File: config.mk
export PLATFORM = sky130hd
export DESIGN_NAME = pipe_core
export DESIGN_NICKNAME = d
export VERILOG_FILES = /design/src/hdl/pipe_pkg.sv /design/src/hdl/bypass_if.sv /design/src/hdl/reg_file.sv /design/src/hdl/forward_unit.sv /design/src/hdl/fetch_stage.sv /design/src/hdl/decode_stage.sv /design/src/hdl/execute_stage.sv /design/src/hdl/memory_stage.sv /design/src/hdl/pipe_core.sv
export VERILOG_INCLUDE_DIRS = /design/src /design/src/hdl
export SDC_FILE = /design/constraint.sdc
export NUM_CORES = 2
export LEC_CHECK = 0
export BUFFER_PORTS_ARGS = -buffer_cell sky130_fd_sc_hd__buf_4
export CAP_MARGIN = 20
export CORE_MARGIN = 3
export CORE_UTILIZATION = 38
export DETAILED_ROUTE_END_ITERATION = 10
export PLACE_DENSITY = 0.62
export SLEW_MARGIN = 10
export SYNTH_ARGS = -nofsm -noshare
export SYNTH_HDL_FRONTEND = slang
export SYNTH_SLANG_ARGS = --single-unit
File: constraint.sdc
create_clock -name clk -period 12.1 [get_ports clk]
set_input_delay 1.21 -clock clk [delete_from_list [all_inputs] [get_ports clk]]
set_output_delay 1.21 -clock clk [all_outputs]
set_load 0.1 [all_outputs]
File: src/hdl/pipe_settings.svh
`ifndef PIPE_SETTINGS_SVH
`define PIPE_SETTINGS_SVH

// datapath widths
`define DATA_WIDTH      32
`define INST_WIDTH      32
`define REG_ADDR_BITS   5
`define PC_BITS         10
`define DMEM_ADDR_BITS  6
`define OPCODE_BITS     6

// instruction fields
`define OPCODE_MSB      31
`define OPCODE_LSB      26
`define RS_MSB          25
`define RS_LSB          21
`define RT_MSB          20
`define RT_LSB          16
`define RD_MSB          15
`define RD_LSB          11
`define IMM_MSB         15
`define IMM_LSB         0

`endif

File: src/hdl/pipe_pkg.sv
`include "pipe_settings.svh"

package pipe_pkg;

  // anything not listed decodes as nop
  typedef enum logic [`OPCODE_BITS-1:0] {
    op_nop  = 6'd0,
    op_add  = 6'd1,
    op_sub  = 6'd2,
    op_and  = 6'd3,
    op_or   = 6'd4,
    op_slt  = 6'd5,
    op_addi = 6'd6,
    op_lw   = 6'd7,
    op_sw   = 6'd8,
    op_beq  = 6'd9
  } opcode_t;

  typedef enum logic [2:0] {
    alu_add,
    alu_sub,
    alu_and,
    alu_or,
    alu_slt
  } alu_op_t;

  typedef enum logic [1:0] {
    fwd_reg,
    fwd_ex_mem,
    fwd_mem_wb
  } fwd_sel_t;

  typedef struct packed {
    logic    reg_write;
    logic    mem_read;
    logic    mem_write;
    logic    alu_src_imm;
    logic    branch;
    logic    dest_is_rd;
    alu_op_t alu_op;
  } ctrl_t;

  typedef struct packed {
    logic                   valid;
    logic [`PC_BITS-1:0]    pc;
    logic [`INST_WIDTH-1:0] instruction;
  } if_id_t;

  typedef struct packed {
    logic                      valid;
    ctrl_t                     ctrl;
    logic [`PC_BITS-1:0]       pc;
    logic [`REG_ADDR_BITS-1:0] rs;
    logic [`REG_ADDR_BITS-1:0] rt;
    logic [`REG_ADDR_BITS-1:0] dest;
    logic [`DATA_WIDTH-1:0]    rs_data;
    logic [`DATA_WIDTH-1:0]    rt_data;
    logic [`DATA_WIDTH-1:0]    imm;
  } id_ex_t;

  typedef struct packed {
    logic                      valid;
    ctrl_t                     ctrl;
    logic [`DATA_WIDTH-1:0]    result;
    logic [`DATA_WIDTH-1:0]    store_data;
    logic [`REG_ADDR_BITS-1:0] dest;
  } ex_mem_t;

  // r0 is never a real destination
  function automatic logic writes_reg(logic valid, ctrl_t ctrl,
                                      logic [`REG_ADDR_BITS-1:0] dest);
    return valid && ctrl.reg_write && (dest != '0);
  endfunction

endpackage

File: src/hdl/bypass_if.sv
`include "pipe_settings.svh"

interface bypass_if;

  // result leaving execute
  logic                      ex_mem_write;
  logic [`REG_ADDR_BITS-1:0] ex_mem_rd;
  logic [`DATA_WIDTH-1:0]    ex_mem_value;

  // result at writeback, also the register file write port
  logic                      mem_wb_write;
  logic [`REG_ADDR_BITS-1:0] mem_wb_rd;
  logic [`DATA_WIDTH-1:0]    mem_wb_value;

  modport ex_side (output ex_mem_write, ex_mem_rd, ex_mem_value);
  modport wb_side (output mem_wb_write, mem_wb_rd, mem_wb_value);
  modport fwd_sink (input ex_mem_write, ex_mem_rd, ex_mem_value,
                    input mem_wb_write, mem_wb_rd, mem_wb_value);
  modport rf_sink (input mem_wb_write, mem_wb_rd, mem_wb_value);

endinterface

File: src/hdl/reg_file.sv
`include "pipe_settings.svh"

module reg_file (
  input  logic                      clk,
  input  logic                      reset,
  input  logic [`REG_ADDR_BITS-1:0] rs_addr,
  input  logic [`REG_ADDR_BITS-1:0] rt_addr,
  output logic [`DATA_WIDTH-1:0]    rs_data,
  output logic [`DATA_WIDTH-1:0]    rt_data,
  input  logic                      write,
  input  logic [`REG_ADDR_BITS-1:0] write_addr,
  input  logic [`DATA_WIDTH-1:0]    write_data
);

  logic [`DATA_WIDTH-1:0] regs [2**`REG_ADDR_BITS];

  // same-cycle write is seen by the read
  function automatic logic [`DATA_WIDTH-1:0] read_port(logic [`REG_ADDR_BITS-1:0] addr);
    if (addr == '0) begin
      return '0;
    end else if (write && write_addr == addr) begin
      return write_data;
    end
    return regs[addr];
  endfunction

  always_ff @(posedge clk) begin
    if (reset) begin
      for (int i = 0; i < 2**`REG_ADDR_BITS; i++) begin
        regs[i] <= '0;
      end
    end else if (write) begin
      regs[write_addr] <= write_data;
    end
  end

  always_comb begin
    rs_data = read_port(rs_addr);
    rt_data = read_port(rt_addr);
  end

endmodule

File: src/hdl/forward_unit.sv
`include "pipe_settings.svh"

module forward_unit import pipe_pkg::*; (
  input  logic [`REG_ADDR_BITS-1:0] rs,
  input  logic [`REG_ADDR_BITS-1:0] rt,
  bypass_if.fwd_sink                byp,
  output fwd_sel_t                  fwd_a,
  output fwd_sel_t                  fwd_b
);

  // younger result wins
  function automatic fwd_sel_t source(logic [`REG_ADDR_BITS-1:0] src,
                                      logic ex_write, logic [`REG_ADDR_BITS-1:0] ex_rd,
                                      logic wb_write, logic [`REG_ADDR_BITS-1:0] wb_rd);
    if (ex_write && ex_rd == src) begin
      return fwd_ex_mem;
    end else if (wb_write && wb_rd == src) begin
      return fwd_mem_wb;
    end
    return fwd_reg;
  endfunction

  always_comb begin
    fwd_a = source(rs, byp.ex_mem_write, byp.ex_mem_rd, byp.mem_wb_write, byp.mem_wb_rd);
    fwd_b = source(rt, byp.ex_mem_write, byp.ex_mem_rd, byp.mem_wb_write, byp.mem_wb_rd);
  end

endmodule

File: src/hdl/fetch_stage.sv
`include "pipe_settings.svh"

module fetch_stage import pipe_pkg::*; (
  input  logic                   clk,
  input  logic                   reset,
  output logic [`PC_BITS-1:0]    imem_addr,
  input  logic [`INST_WIDTH-1:0] imem_data,
  input  logic                   load_use_stall,
  input  logic                   redirect,
  input  logic [`PC_BITS-1:0]    redirect_pc,
  output if_id_t                 if_id
);

  logic [`PC_BITS-1:0]    pc;
  // request in flight, answered this cycle
  logic [`PC_BITS-1:0]    req_pc;
  logic                   req_valid;
  // word that came back while decode was stalled
  logic                   held;
  logic [`INST_WIDTH-1:0] held_inst;

  assign imem_addr = pc;

  always_ff @(posedge clk) begin
    if (reset) begin
      pc        <= '0;
      req_valid <= 1'b0;
      held      <= 1'b0;
    end else if (redirect) begin
      pc        <= redirect_pc;
      req_valid <= 1'b0;
      held      <= 1'b0;
    end else if (load_use_stall) begin
      held <= 1'b1;
    end else begin
      pc        <= pc + 1'b1;
      req_valid <= 1'b1;
      held      <= 1'b0;
    end
  end

  always_ff @(posedge clk) begin
    if (!load_use_stall) begin
      req_pc <= pc;
    end
    if (load_use_stall && !held) begin
      held_inst <= imem_data;
    end
  end

  ////////////////////////////////////////
  // if/id

  always_ff @(posedge clk) begin
    if (reset) begin
      if_id.valid <= 1'b0;
    end else if (redirect) begin
      if_id.valid <= 1'b0;
    end else if (!load_use_stall) begin
      if_id.valid       <= req_valid;
      if_id.pc          <= req_pc;
      if_id.instruction <= held ? held_inst : imem_data;
    end
  end

  // the refetched word must come from the same address
  stall_holds_addr: assert property (
    @(posedge clk) disable iff (reset)
    load_use_stall && !redirect |=> $stable(imem_addr)
  ) else $error("fetch address moved across a load-use stall");

endmodule

File: src/hdl/decode_stage.sv
`include "pipe_settings.svh"

module decode_stage import pipe_pkg::*; (
  input  logic       clk,
  input  logic       reset,
  input  if_id_t     if_id,
  input  logic       redirect,
  bypass_if.rf_sink  rf,
  output logic       load_use_stall,
  output id_ex_t     id_ex
);

  opcode_t                   opcode;
  logic [`REG_ADDR_BITS-1:0] rs;
  logic [`REG_ADDR_BITS-1:0] rt;
  logic [`REG_ADDR_BITS-1:0] rd;
  logic [`IMM_MSB:`IMM_LSB]  imm;
  logic [`DATA_WIDTH-1:0]    imm_ext;
  logic [`DATA_WIDTH-1:0]    rs_data;
  logic [`DATA_WIDTH-1:0]    rt_data;
  ctrl_t                     ctrl;

  assign opcode  = opcode_t'(if_id.instruction[`OPCODE_MSB:`OPCODE_LSB]);
  assign rs      = if_id.instruction[`RS_MSB:`RS_LSB];
  assign rt      = if_id.instruction[`RT_MSB:`RT_LSB];
  assign rd      = if_id.instruction[`RD_MSB:`RD_LSB];
  assign imm     = if_id.instruction[`IMM_MSB:`IMM_LSB];
  // sign extended so branches can go backwards
  assign imm_ext = {{(`DATA_WIDTH - `IMM_MSB - 1){imm[`IMM_MSB]}}, imm};

  always_comb begin
    ctrl = '0;
    ctrl.alu_op = alu_add;
    case (opcode)
      op_add: {ctrl.reg_write, ctrl.dest_is_rd} = 2'b11;
      op_sub: begin
        {ctrl.reg_write, ctrl.dest_is_rd} = 2'b11;
        ctrl.alu_op = alu_sub;
      end
      op_and: begin
        {ctrl.reg_write, ctrl.dest_is_rd} = 2'b11;
        ctrl.alu_op = alu_and;
      end
      op_or: begin
        {ctrl.reg_write, ctrl.dest_is_rd} = 2'b11;
        ctrl.alu_op = alu_or;
      end
      op_slt: begin
        {ctrl.reg_write, ctrl.dest_is_rd} = 2'b11;
        ctrl.alu_op = alu_slt;
      end
      op_addi: {ctrl.reg_write, ctrl.alu_src_imm} = 2'b11;
      op_lw:   {ctrl.reg_write, ctrl.mem_read, ctrl.alu_src_imm} = 3'b111;
      op_sw:   {ctrl.mem_write, ctrl.alu_src_imm} = 2'b11;
      op_beq:  ctrl.branch = 1'b1;
      default: ;
    endcase
  end

  reg_file u_rf (
    .clk        (clk),
    .reset      (reset),
    .rs_addr    (rs),
    .rt_addr    (rt),
    .rs_data    (rs_data),
    .rt_data    (rt_data),
    .write      (rf.mem_wb_write),
    .write_addr (rf.mem_wb_rd),
    .write_data (rf.mem_wb_value)
  );

  // loaded value is not ready until the load leaves memory
  assign load_use_stall = if_id.valid && id_ex.valid && id_ex.ctrl.mem_read &&
                          (id_ex.dest != '0) && (id_ex.dest == rs || id_ex.dest == rt);

  ////////////////////////////////////////
  // id/ex

  always_ff @(posedge clk) begin
    if (reset) begin
      id_ex.valid <= 1'b0;
    end else if (redirect || load_use_stall) begin
      id_ex.valid <= 1'b0;
    end else begin
      id_ex.valid   <= if_id.valid;
      id_ex.ctrl    <= ctrl;
      id_ex.pc      <= if_id.pc;
      id_ex.rs      <= rs;
      id_ex.rt      <= rt;
      id_ex.dest    <= ctrl.dest_is_rd ? rd : rt;
      id_ex.rs_data <= rs_data;
      id_ex.rt_data <= rt_data;
      id_ex.imm     <= imm_ext;
    end
  end

  // stalled word stays in if/id while execute gets a bubble
  stall_holds_if_id: assert property (
    @(posedge clk) disable iff (reset)
    load_use_stall && !redirect |=> !id_ex.valid && $stable(if_id)
  ) else $error("load-use stall did not hold if/id or insert a bubble");

endmodule

File: src/hdl/execute_stage.sv
`include "pipe_settings.svh"

module execute_stage import pipe_pkg::*; (
  input  logic                clk,
  input  logic                reset,
  input  id_ex_t              id_ex,
  bypass_if.ex_side           byp,
  bypass_if.fwd_sink          byp_fwd,
  output logic                redirect,
  output logic [`PC_BITS-1:0] redirect_pc,
  output ex_mem_t             ex_mem
);

  fwd_sel_t               fwd_a;
  fwd_sel_t               fwd_b;
  logic [`DATA_WIDTH-1:0] op_a;
  logic [`DATA_WIDTH-1:0] rt_value;
  logic [`DATA_WIDTH-1:0] op_b;
  logic [`DATA_WIDTH-1:0] alu_result;

  function automatic logic [`DATA_WIDTH-1:0] pick(fwd_sel_t sel,
                                                  logic [`DATA_WIDTH-1:0] reg_value,
                                                  logic [`DATA_WIDTH-1:0] ex_value,
                                                  logic [`DATA_WIDTH-1:0] wb_value);
    case (sel)
      fwd_ex_mem: return ex_value;
      fwd_mem_wb: return wb_value;
      default:    return reg_value;
    endcase
  endfunction

  forward_unit u_fwd (
    .rs    (id_ex.rs),
    .rt    (id_ex.rt),
    .byp   (byp_fwd),
    .fwd_a (fwd_a),
    .fwd_b (fwd_b)
  );

  assign op_a     = pick(fwd_a, id_ex.rs_data, byp_fwd.ex_mem_value, byp_fwd.mem_wb_value);
  assign rt_value = pick(fwd_b, id_ex.rt_data, byp_fwd.ex_mem_value, byp_fwd.mem_wb_value);
  assign op_b     = id_ex.ctrl.alu_src_imm ? id_ex.imm : rt_value;

  always_comb begin
    alu_result = op_a + op_b;
    case (id_ex.ctrl.alu_op)
      alu_sub: alu_result = op_a - op_b;
      alu_and: alu_result = op_a & op_b;
      alu_or:  alu_result = op_a | op_b;
      alu_slt: begin
        alu_result = '0;
        alu_result[0] = $signed(op_a) < $signed(op_b);
      end
      default: ;
    endcase
  end

  // beq resolves here, target is relative to the next word
  assign redirect    = id_ex.valid && id_ex.ctrl.branch && (op_a == rt_value);
  assign redirect_pc = id_ex.pc + 1'b1 + id_ex.imm[`PC_BITS-1:0];

  ////////////////////////////////////////
  // ex/mem

  always_ff @(posedge clk) begin
    if (reset) begin
      ex_mem.valid <= 1'b0;
    end else begin
      ex_mem.valid      <= id_ex.valid;
      ex_mem.ctrl       <= id_ex.ctrl;
      ex_mem.result     <= alu_result;
      ex_mem.store_data <= rt_value;
      ex_mem.dest       <= id_ex.dest;
    end
  end

  assign byp.ex_mem_write = writes_reg(ex_mem.valid, ex_mem.ctrl, ex_mem.dest);
  assign byp.ex_mem_rd    = ex_mem.dest;
  assign byp.ex_mem_value = ex_mem.result;

endmodule

File: src/hdl/memory_stage.sv
`include "pipe_settings.svh"

module memory_stage import pipe_pkg::*; (
  input  logic                      clk,
  input  logic                      reset,
  input  ex_mem_t                   ex_mem,
  bypass_if.wb_side                 byp,
  output logic                      wb_valid,
  output logic [`REG_ADDR_BITS-1:0] wb_reg,
  output logic [`DATA_WIDTH-1:0]    wb_data
);

  logic [`DATA_WIDTH-1:0]    dmem [2**`DMEM_ADDR_BITS];
  logic [`DMEM_ADDR_BITS-1:0] addr;
  logic [`DATA_WIDTH-1:0]    load_data;

  // word address, upper result bits ignored
  assign addr      = ex_mem.result[`DMEM_ADDR_BITS-1:0];
  assign load_data = dmem[addr];

  always_ff @(posedge clk) begin
    if (ex_mem.valid && ex_mem.ctrl.mem_write) begin
      dmem[addr] <= ex_mem.store_data;
    end
  end

  ////////////////////////////////////////
  // mem/wb

  always_ff @(posedge clk) begin
    if (reset) begin
      wb_valid <= 1'b0;
    end else begin
      wb_valid <= writes_reg(ex_mem.valid, ex_mem.ctrl, ex_mem.dest);
      wb_reg   <= ex_mem.dest;
      wb_data  <= ex_mem.ctrl.mem_read ? load_data : ex_mem.result;
    end
  end

  assign byp.mem_wb_write = wb_valid;
  assign byp.mem_wb_rd    = wb_reg;
  assign byp.mem_wb_value = wb_data;

  no_r0_retire: assert property (
    @(posedge clk) disable iff (reset)
    wb_valid |-> wb_reg != '0
  ) else $error("writeback strobe for r0");

endmodule

File: src/hdl/pipe_core.sv
`include "pipe_settings.svh"

module pipe_core import pipe_pkg::*; (
  input  logic                      clk,
  input  logic                      reset,
  output logic [`PC_BITS-1:0]       imem_addr,
  input  logic [`INST_WIDTH-1:0]    imem_data,
  output logic                      wb_valid,
  output logic [`REG_ADDR_BITS-1:0] wb_reg,
  output logic [`DATA_WIDTH-1:0]    wb_data
);

  if_id_t              if_id;
  id_ex_t              id_ex;
  ex_mem_t             ex_mem;
  logic                load_use_stall;
  logic                redirect;
  logic [`PC_BITS-1:0] redirect_pc;

  bypass_if u_byp ();

  fetch_stage u_fetch (
    .clk            (clk),
    .reset          (reset),
    .imem_addr      (imem_addr),
    .imem_data      (imem_data),
    .load_use_stall (load_use_stall),
    .redirect       (redirect),
    .redirect_pc    (redirect_pc),
    .if_id          (if_id)
  );

  decode_stage u_decode (
    .clk            (clk),
    .reset          (reset),
    .if_id          (if_id),
    .redirect       (redirect),
    .rf             (u_byp),
    .load_use_stall (load_use_stall),
    .id_ex          (id_ex)
  );

  execute_stage u_execute (
    .clk         (clk),
    .reset       (reset),
    .id_ex       (id_ex),
    .byp         (u_byp),
    .byp_fwd     (u_byp),
    .redirect    (redirect),
    .redirect_pc (redirect_pc),
    .ex_mem      (ex_mem)
  );

  memory_stage u_memory (
    .clk      (clk),
    .reset    (reset),
    .ex_mem   (ex_mem),
    .byp      (u_byp),
    .wb_valid (wb_valid),
    .wb_reg   (wb_reg),
    .wb_data  (wb_data)
  );

endmodule

### Word level (Yosys, flattened, before mapping)

Memories as Yosys holds them, arrays and structs flattened. A register that Yosys moved wholly into a read port is not among the register bits.
Cells that the tools add are included.

* register bits after elaboration: 322
* memories: 2
* output and inout port bits: 48
* word-level logic and storage cells: 154
* input bits: 34
* RAM bits: 3072

Memory list
* u_memory.dmem: depth 64, bits a word 32, rd ports 1, clocked after memory_dff 1, write ports 1, RTL line memory_stage.sv:13 `` logic [`DATA_WIDTH-1:0] dmem [2**`DMEM_ADDR_BITS]; ``
* u_decode.u_rf.regs: depth 32, bits a word 32, rd ports 2, clocked after memory_dff 2, write ports 32, RTL line reg_file.sv:15 `` logic [`DATA_WIDTH-1:0] regs [2**`REG_ADDR_BITS]; ``

* bitwise gates (word level): 6
* reduce and logical (&&, ||, !) cells: 31
* equality and inequality tests: 27
* add/subtract/negate cells: 5
* magnitude comparators: 1
* muxes and demuxes: 50

Operators with widths (count)
* 2-to-1 mux 32 bit: 10
* case mux 32 bit (2 select lines): 2
* case mux 32 bit (4 select lines): 1
* equality test 5 bit: 8
* adder 32 bit: 1
* bitwise AND 32 bit: 1
* equality test 32 bit: 1
* < comparator 32 bit: 1
* bitwise OR 32 bit: 1
* OR reduction 32 bit: 1
* subtractor 32 bit: 1
* equality test 6 x 3 -> 1 bit (second input constant): 4
* 2-to-1 mux 1 bit: 23
* adder 10 x 1 -> 10 bit (second input constant): 2
* 2-to-1 mux 10 bit: 2
* 2-to-1 mux 5 bit: 4
* logical AND 1 bit: 16
* equality test 6 x 2 -> 1 bit (second input constant): 2
* equality test 6 x 4 -> 1 bit (second input constant): 2
* 2-to-1 mux 2 bit: 6
* case mux 3 bit (4 select lines): 1
* adder 10 bit: 1
* logical NOT 5 bit: 2
* nonzero test 5 bit: 2
* 17 further kinds: 25

### Longest topological paths before layout

* depth in word-level cells: 12
* gate-level depth with buffers: 24
* depth with buffers taken out: 21

### By module

Synthesis repeated with hierarchy kept, for this count alone.

* cell total of the unflattened synthesis: 9801
* area total of the unflattened synthesis: 153770.0 sq um

By module, submodules not included
* memory_stage: instances 1, sequential area each 62630.1 sq um, cells an instance 4314, area each 80440.9 sq um
* reg_file: instances 1, sequential area each 30749.5 sq um, cells an instance 3789, area each 55650.9 sq um
* execute_stage: instances 1, sequential area each 2362.3 sq um, cells an instance 1286, area each 9920.8 sq um
* decode_stage: instances 1, sequential area each 3443.3 sq um, cells an instance 182, area each 3950.0 sq um
* fetch_stage: instances 1, sequential area each 2782.7 sq um, cells an instance 200, area each 3557.2 sq um
* forward_unit: instances 1, sequential area each 0.0 sq um, cells an instance 30, area each 250.2 sq um

### Worst setup path before layout

OpenSTA, ideal clock, no wires.

* path kind: input to register
* from: input port reset
* to: memory u_decode.u_rf.regs[10][0] (netlist bit) (enable)
* stages: 4
* buffers on the path: 2
* data arrival time: 8.055 ns
* required time: 11.337 ns
* slack: 3.282 ns
* library setup time: 0.763 ns
* path through: clkinv_1 buf_1 clkbuf_1 o21ai_0

RTL lines
* start: declaration: RTL line pipe_core.sv:5 `input logic reset,`
* end: declaration: RTL line reg_file.sv:15

### Worst setup path in the final report

* from: register u_memory.wb_reg[2] (netlist: u_memory.byp.mem_wb_rd[2])
* to: register u_execute.byp.ex_mem_value[28] (netlist name)

* word-level cells in the longest chain between the ends: 10
* elaborated cells on any way between the ends: 22
* classes of those cells: add/sub: 2; eq/ne: 6; mux: 10; bitwise: 2; reduce/logical: 2

Ends and longest elaborated chain
* start: declaration: RTL line memory_stage.sv:9 `` output logic [`REG_ADDR_BITS-1:0] wb_reg, ``
* start signal: assignment: RTL line memory_stage.sv:35 `wb_reg <= ex_mem.dest;`
* equality test 5 bit *: RTL line forward_unit.sv:17 `end else if (wb_write && wb_rd == src) begin`
* logical AND 1 bit *: RTL line forward_unit.sv:17
* 2-to-1 mux 1 bit *: RTL line forward_unit.sv:17
* 2-to-1 mux 1 bit *: RTL line forward_unit.sv:15 `if (ex_write && ex_rd == src) begin`
* 2-to-1 mux 2 bit *: RTL line forward_unit.sv:20 `return fwd_reg;`
* equality test 2 bit / equality test 2 x 1 -> 1 bit (equally long branches): RTL line execute_stage.sv:25 `case (sel)`
* case mux 32 bit (2 select lines) *: RTL line execute_stage.sv:25
* net u_execute.rt_value[0]: RTL line execute_stage.sv:17 `` logic [`DATA_WIDTH-1:0] rt_value; ``
* 2-to-1 mux 32 bit *: RTL line execute_stage.sv:42 `assign op_b = id_ex.ctrl.alu_src_imm ? id_ex.imm : rt_value;`
* adder 32 bit / subtractor 32 bit (equally long branches): RTL line execute_stage.sv:45, execute_stage.sv:47
* case mux 32 bit (4 select lines) *: RTL line execute_stage.sv:46 `case (id_ex.ctrl.alu_op)`
* net u_execute.alu_result[28]: RTL line execute_stage.sv:19 `` logic [`DATA_WIDTH-1:0] alu_result; ``

The timed path passes the listed nets; every way through them passes the cells marked *.
A chain may end at the register's enable or synchronous reset.

==> impl_metrics.json <==
{
  "outcome": "finished clean",
  "power_leakage_uw": 0.0561,
  "dieArea_sq_mm": 0.409,
  "path_cells": "xnor2_1 -> nand2_1 -> nor2_8 -> mux2i_1 -> a21oi_1 -> mux2_2 -> ha_1 -> inv_1 -> fa_1 -> nor2b_1 -> o21ai_0 -> a21boi_0 -> o21ai_0 -> nand2_1 -> a31oi_1 -> o31a_1 -> o41ai_2 -> a2111oi_0 -> a31oi_1 -> nand4_1",
  "critPathSlowestCell": "nor2_8",
  "placed_area_sq_mm": 0.160,
  "fin_skew_ns": 0.0794,
  "ant_nets": 0,
  "ios": 82,
  "drt-total-wl_um": 438000,
  "cp_data_arrival_time_ns": 7.03,
  "grt_antenna_before_repair": 22,
  "cts_made_buffers": 358,
  "yosysUniqueCellTypes": 90,
  "yosysWarnings": 0,
  "start_kind": "flop",
  "cts_setup_buffers": 0,
  "start_util": 0.383,
  "cts_buffer_depth": 4,
  "clk_latency_ns": 0.93,
  "synth_edf_count": 3378,
  "grt_max_degree": 149,
  "clock.fmax_ghz": 0.157,
  "finalInstanceArea_sq_mm": 0.172,
  "synthFlopType": "edfxtp_1",
  "dr_total_vias": 81600,
  "critPathCaptureType": "flop",
  "synth_compound_area_frac": 0.0275,
  "synth-simple-area-share": 0.0592,
  "routedWlPerCell_um": 31.9,
  "max-slew-margin-rel": 0.176,
  "chipHeight_um": 639,
  "finalHoldViolations": 0,
  "synth_seq_cells": 3410,
  "avgSynthCellArea_sq_um": 18.7,
  "ir_drop_mv": 0.169,
  "fin_nets": 8340,
  "drv_slew": 0,
  "period_minus_slack_ns": 6.36,
  "syn_nets": 8289,
  "dp.cells": 13100,
  "r2r.worst_path.cells": 20,
  "cts_resized": 0,
  "viasPerCell": 5.94,
  "setup_tns_ns": 0,
  "drtPass1Iterations": 7,
  "path_class": "reg -> reg",
  "ys_seq_area_frac": 0.669,
  "port_buffers": 81,
  "holdPathStages": 0,
  "timing.hold.ws_ns": 0.414,
  "core_area_sq_mm": 0.398,
  "hold_path_class": "reg -> reg",
  "rsz0062_at_grt": "false",
  "cts_tree": "built",
  "yosys.area_share.xor_xnor": 0.00545,
  "place_congestion": 0.893,
  "grt_first_pass_wirelength_um": 622000,
  "cp_max_fo": 32,
  "final_core_util": 0.432,
  "grt_use_total": 0.212,
  "cts_hold_repair.buffers": 0,
  "grt_pass1_vias": 82700,
  "synth_area_sq_mm": 0.152,
  "fin_cells": 13700,
  "cp.required_ns": 12.77,
  "max_stage_delay_ns": 0.68,
  "area_growth_syn_to_layout_pct": 12.6,
  "layout_common_cells": "3,378 x edfxtp_1, 1,312 x mux4_2, 1,029 x and2_1",
  "fill_cells": 34200,
  "clock-sinks": 3410,
  "clk_pin_slew_worst_paths_ns": 0.06,
  "cts_root_buf": "clkbuf_16",
  "async_reset_ff_frac": 0,
  "grt_overflow": 0,
  "yosys-mux-area-fraction": 0.209,
  "final_common_cell": "edfxtp_1",
  "htreeDepth": 5,
  "finalCritPeriodShare": 0.526,
  "cap_violations": 0,
  "synthAdderAreaFrac": 0.00909,
  "drive_gt1_frac": 0.286,
  "syn_inst": 8146,
  "reg2reg_setup_slack_ns": 5.74,
  "drc": 0,
  "rows": 231,
  "dp_hpwl_um": 251000,
  "die_w_um": 639,
  "tightestPinTransition_ns": 1.24,
  "synth_top_family_by_area": "multiplexers",
  "finalSetupViolCount": 0,
  "drtIter0Drc": 10800,
  "p_per_area_mw_per_mm2": 170
}
==> worst paths after layout <==
check,start,to
worst max register to register,u_memory.byp.mem_wb_rd[2],u_execute.byp.ex_mem_value[28]
worst min register to register,u_fetch.req_pc[4],u_fetch.if_id[36]
worst max-delay path,u_memory.byp.mem_wb_rd[2],u_execute.byp.ex_mem_value[28]
worst min-delay path,u_fetch.req_pc[4],u_fetch.if_id[36]
==> layer usage <==
metal	GRT usage	vias to the layer above	part of all wire	wire length (um)
met5	0	-	0.00022	96
met4	0.0758	16	0.040	17300
met3	0.0349	841	0.085	37300
met2	0.348	4029	0.49	214000
met1	0.285	43600	0.39	170000
li1	-	33100	-	-
==> per-stage QoR <==
| stage | power, uW | worst slack, ns |
|---|---|---|
| 2_1_floorplan | 17000 | 3.28 |
| 3_3_place_gp | 18800 | 5.33 |
| 3_5_place_dp | 18900 | 5.39 |
| 4_1_cts | 29400 | 5.41 |
| 5_1_grt | 30200 | 5.33 |
| 6_report | 29200 | 5.74 |
==> flip-flops by register name, indices dropped and copies added (netlist names), named ones only <==
signal	flops
u_decode.id_ex	114
u_execute.ex_mem	36
u_fetch.imem_addr	10
u_fetch.req_valid	1
u_execute.byp.ex_mem_value	32
u_memory.byp.mem_wb_rd	5
u_fetch.if_id	43
u_fetch.held	1
u_fetch.held_inst	32
u_memory.byp.mem_wb_write	1
u_memory.byp.mem_wb_value	32
u_memory.dmem	2048
u_execute.byp.ex_mem_rd	5
u_fetch.req_pc	10
u_decode.u_rf.regs	1024
==> synth_stat cells, types with 65 or more instances <==
cell / instances / share of area
a211oi_1: 74 / 0.0036
a21oi_1: 151 / 0.0050
and2_1: 1029 / 0.042
buf_1: 145 / 0.0036
clkbuf_1: 479 / 0.012
edfxtp_1: 3378 / 0.67
ha_1: 106 / 0.0087
inv_1: 122 / 0.0030
mux2_2: 91 / 0.0067
mux2i_1: 119 / 0.0078
mux4_2: 1312 / 0.19
nand2_1: 92 / 0.0023
nor2_1: 335 / 0.0082
o21ai_0: 98 / 0.0032
xnor2_1: 65 / 0.0037
==> layout make-up <==
class | instances | area (sq um) | area share
flip-flops and latches | 3410 | 102000 | 0.595
multi-input cells | 3951 | 48500 | 0.282
clock buffers | 460 | 9510 | 0.0554
well taps | 5242 | 6560 | 0.0382
repair buffers | 353 | 2820 | 0.0164
clock inverters | 196 | 1680 | 0.00980
inverters | 123 | 469 | 0.00273
diodes | 10 | 25.0 | 0.000146
==> logic make-up after synthesis <==
group	Yosys count
multiplexers	1533
AND/OR/NAND/NOR	1607
flip-flops	3410
buffers and inverters	785
AO/OA/AOI/OAI	611
adder cells (fa/ha/maj)	109
XOR/XNOR	91
==> worst max-delay path, delay by kind of cell, from the launching register on <==
kind / cells / cell delay (ns)
compound gates: 9 / 2.56
xor+xnor: 1 / 0.26
fa+ha+maj: 2 / 0.68
buf+inv: 1 / 0.09
flops: 1 / 0.60
mux: 2 / 0.52
simple gates: 5 / 1.41
==> power by group <==
part	internal, uW	switching, uW	total [uW]
clock network	6050	4570	10600
registers	13400	291	13700
logic	1980	2980	4960
(Power assumes the default switching activity.)
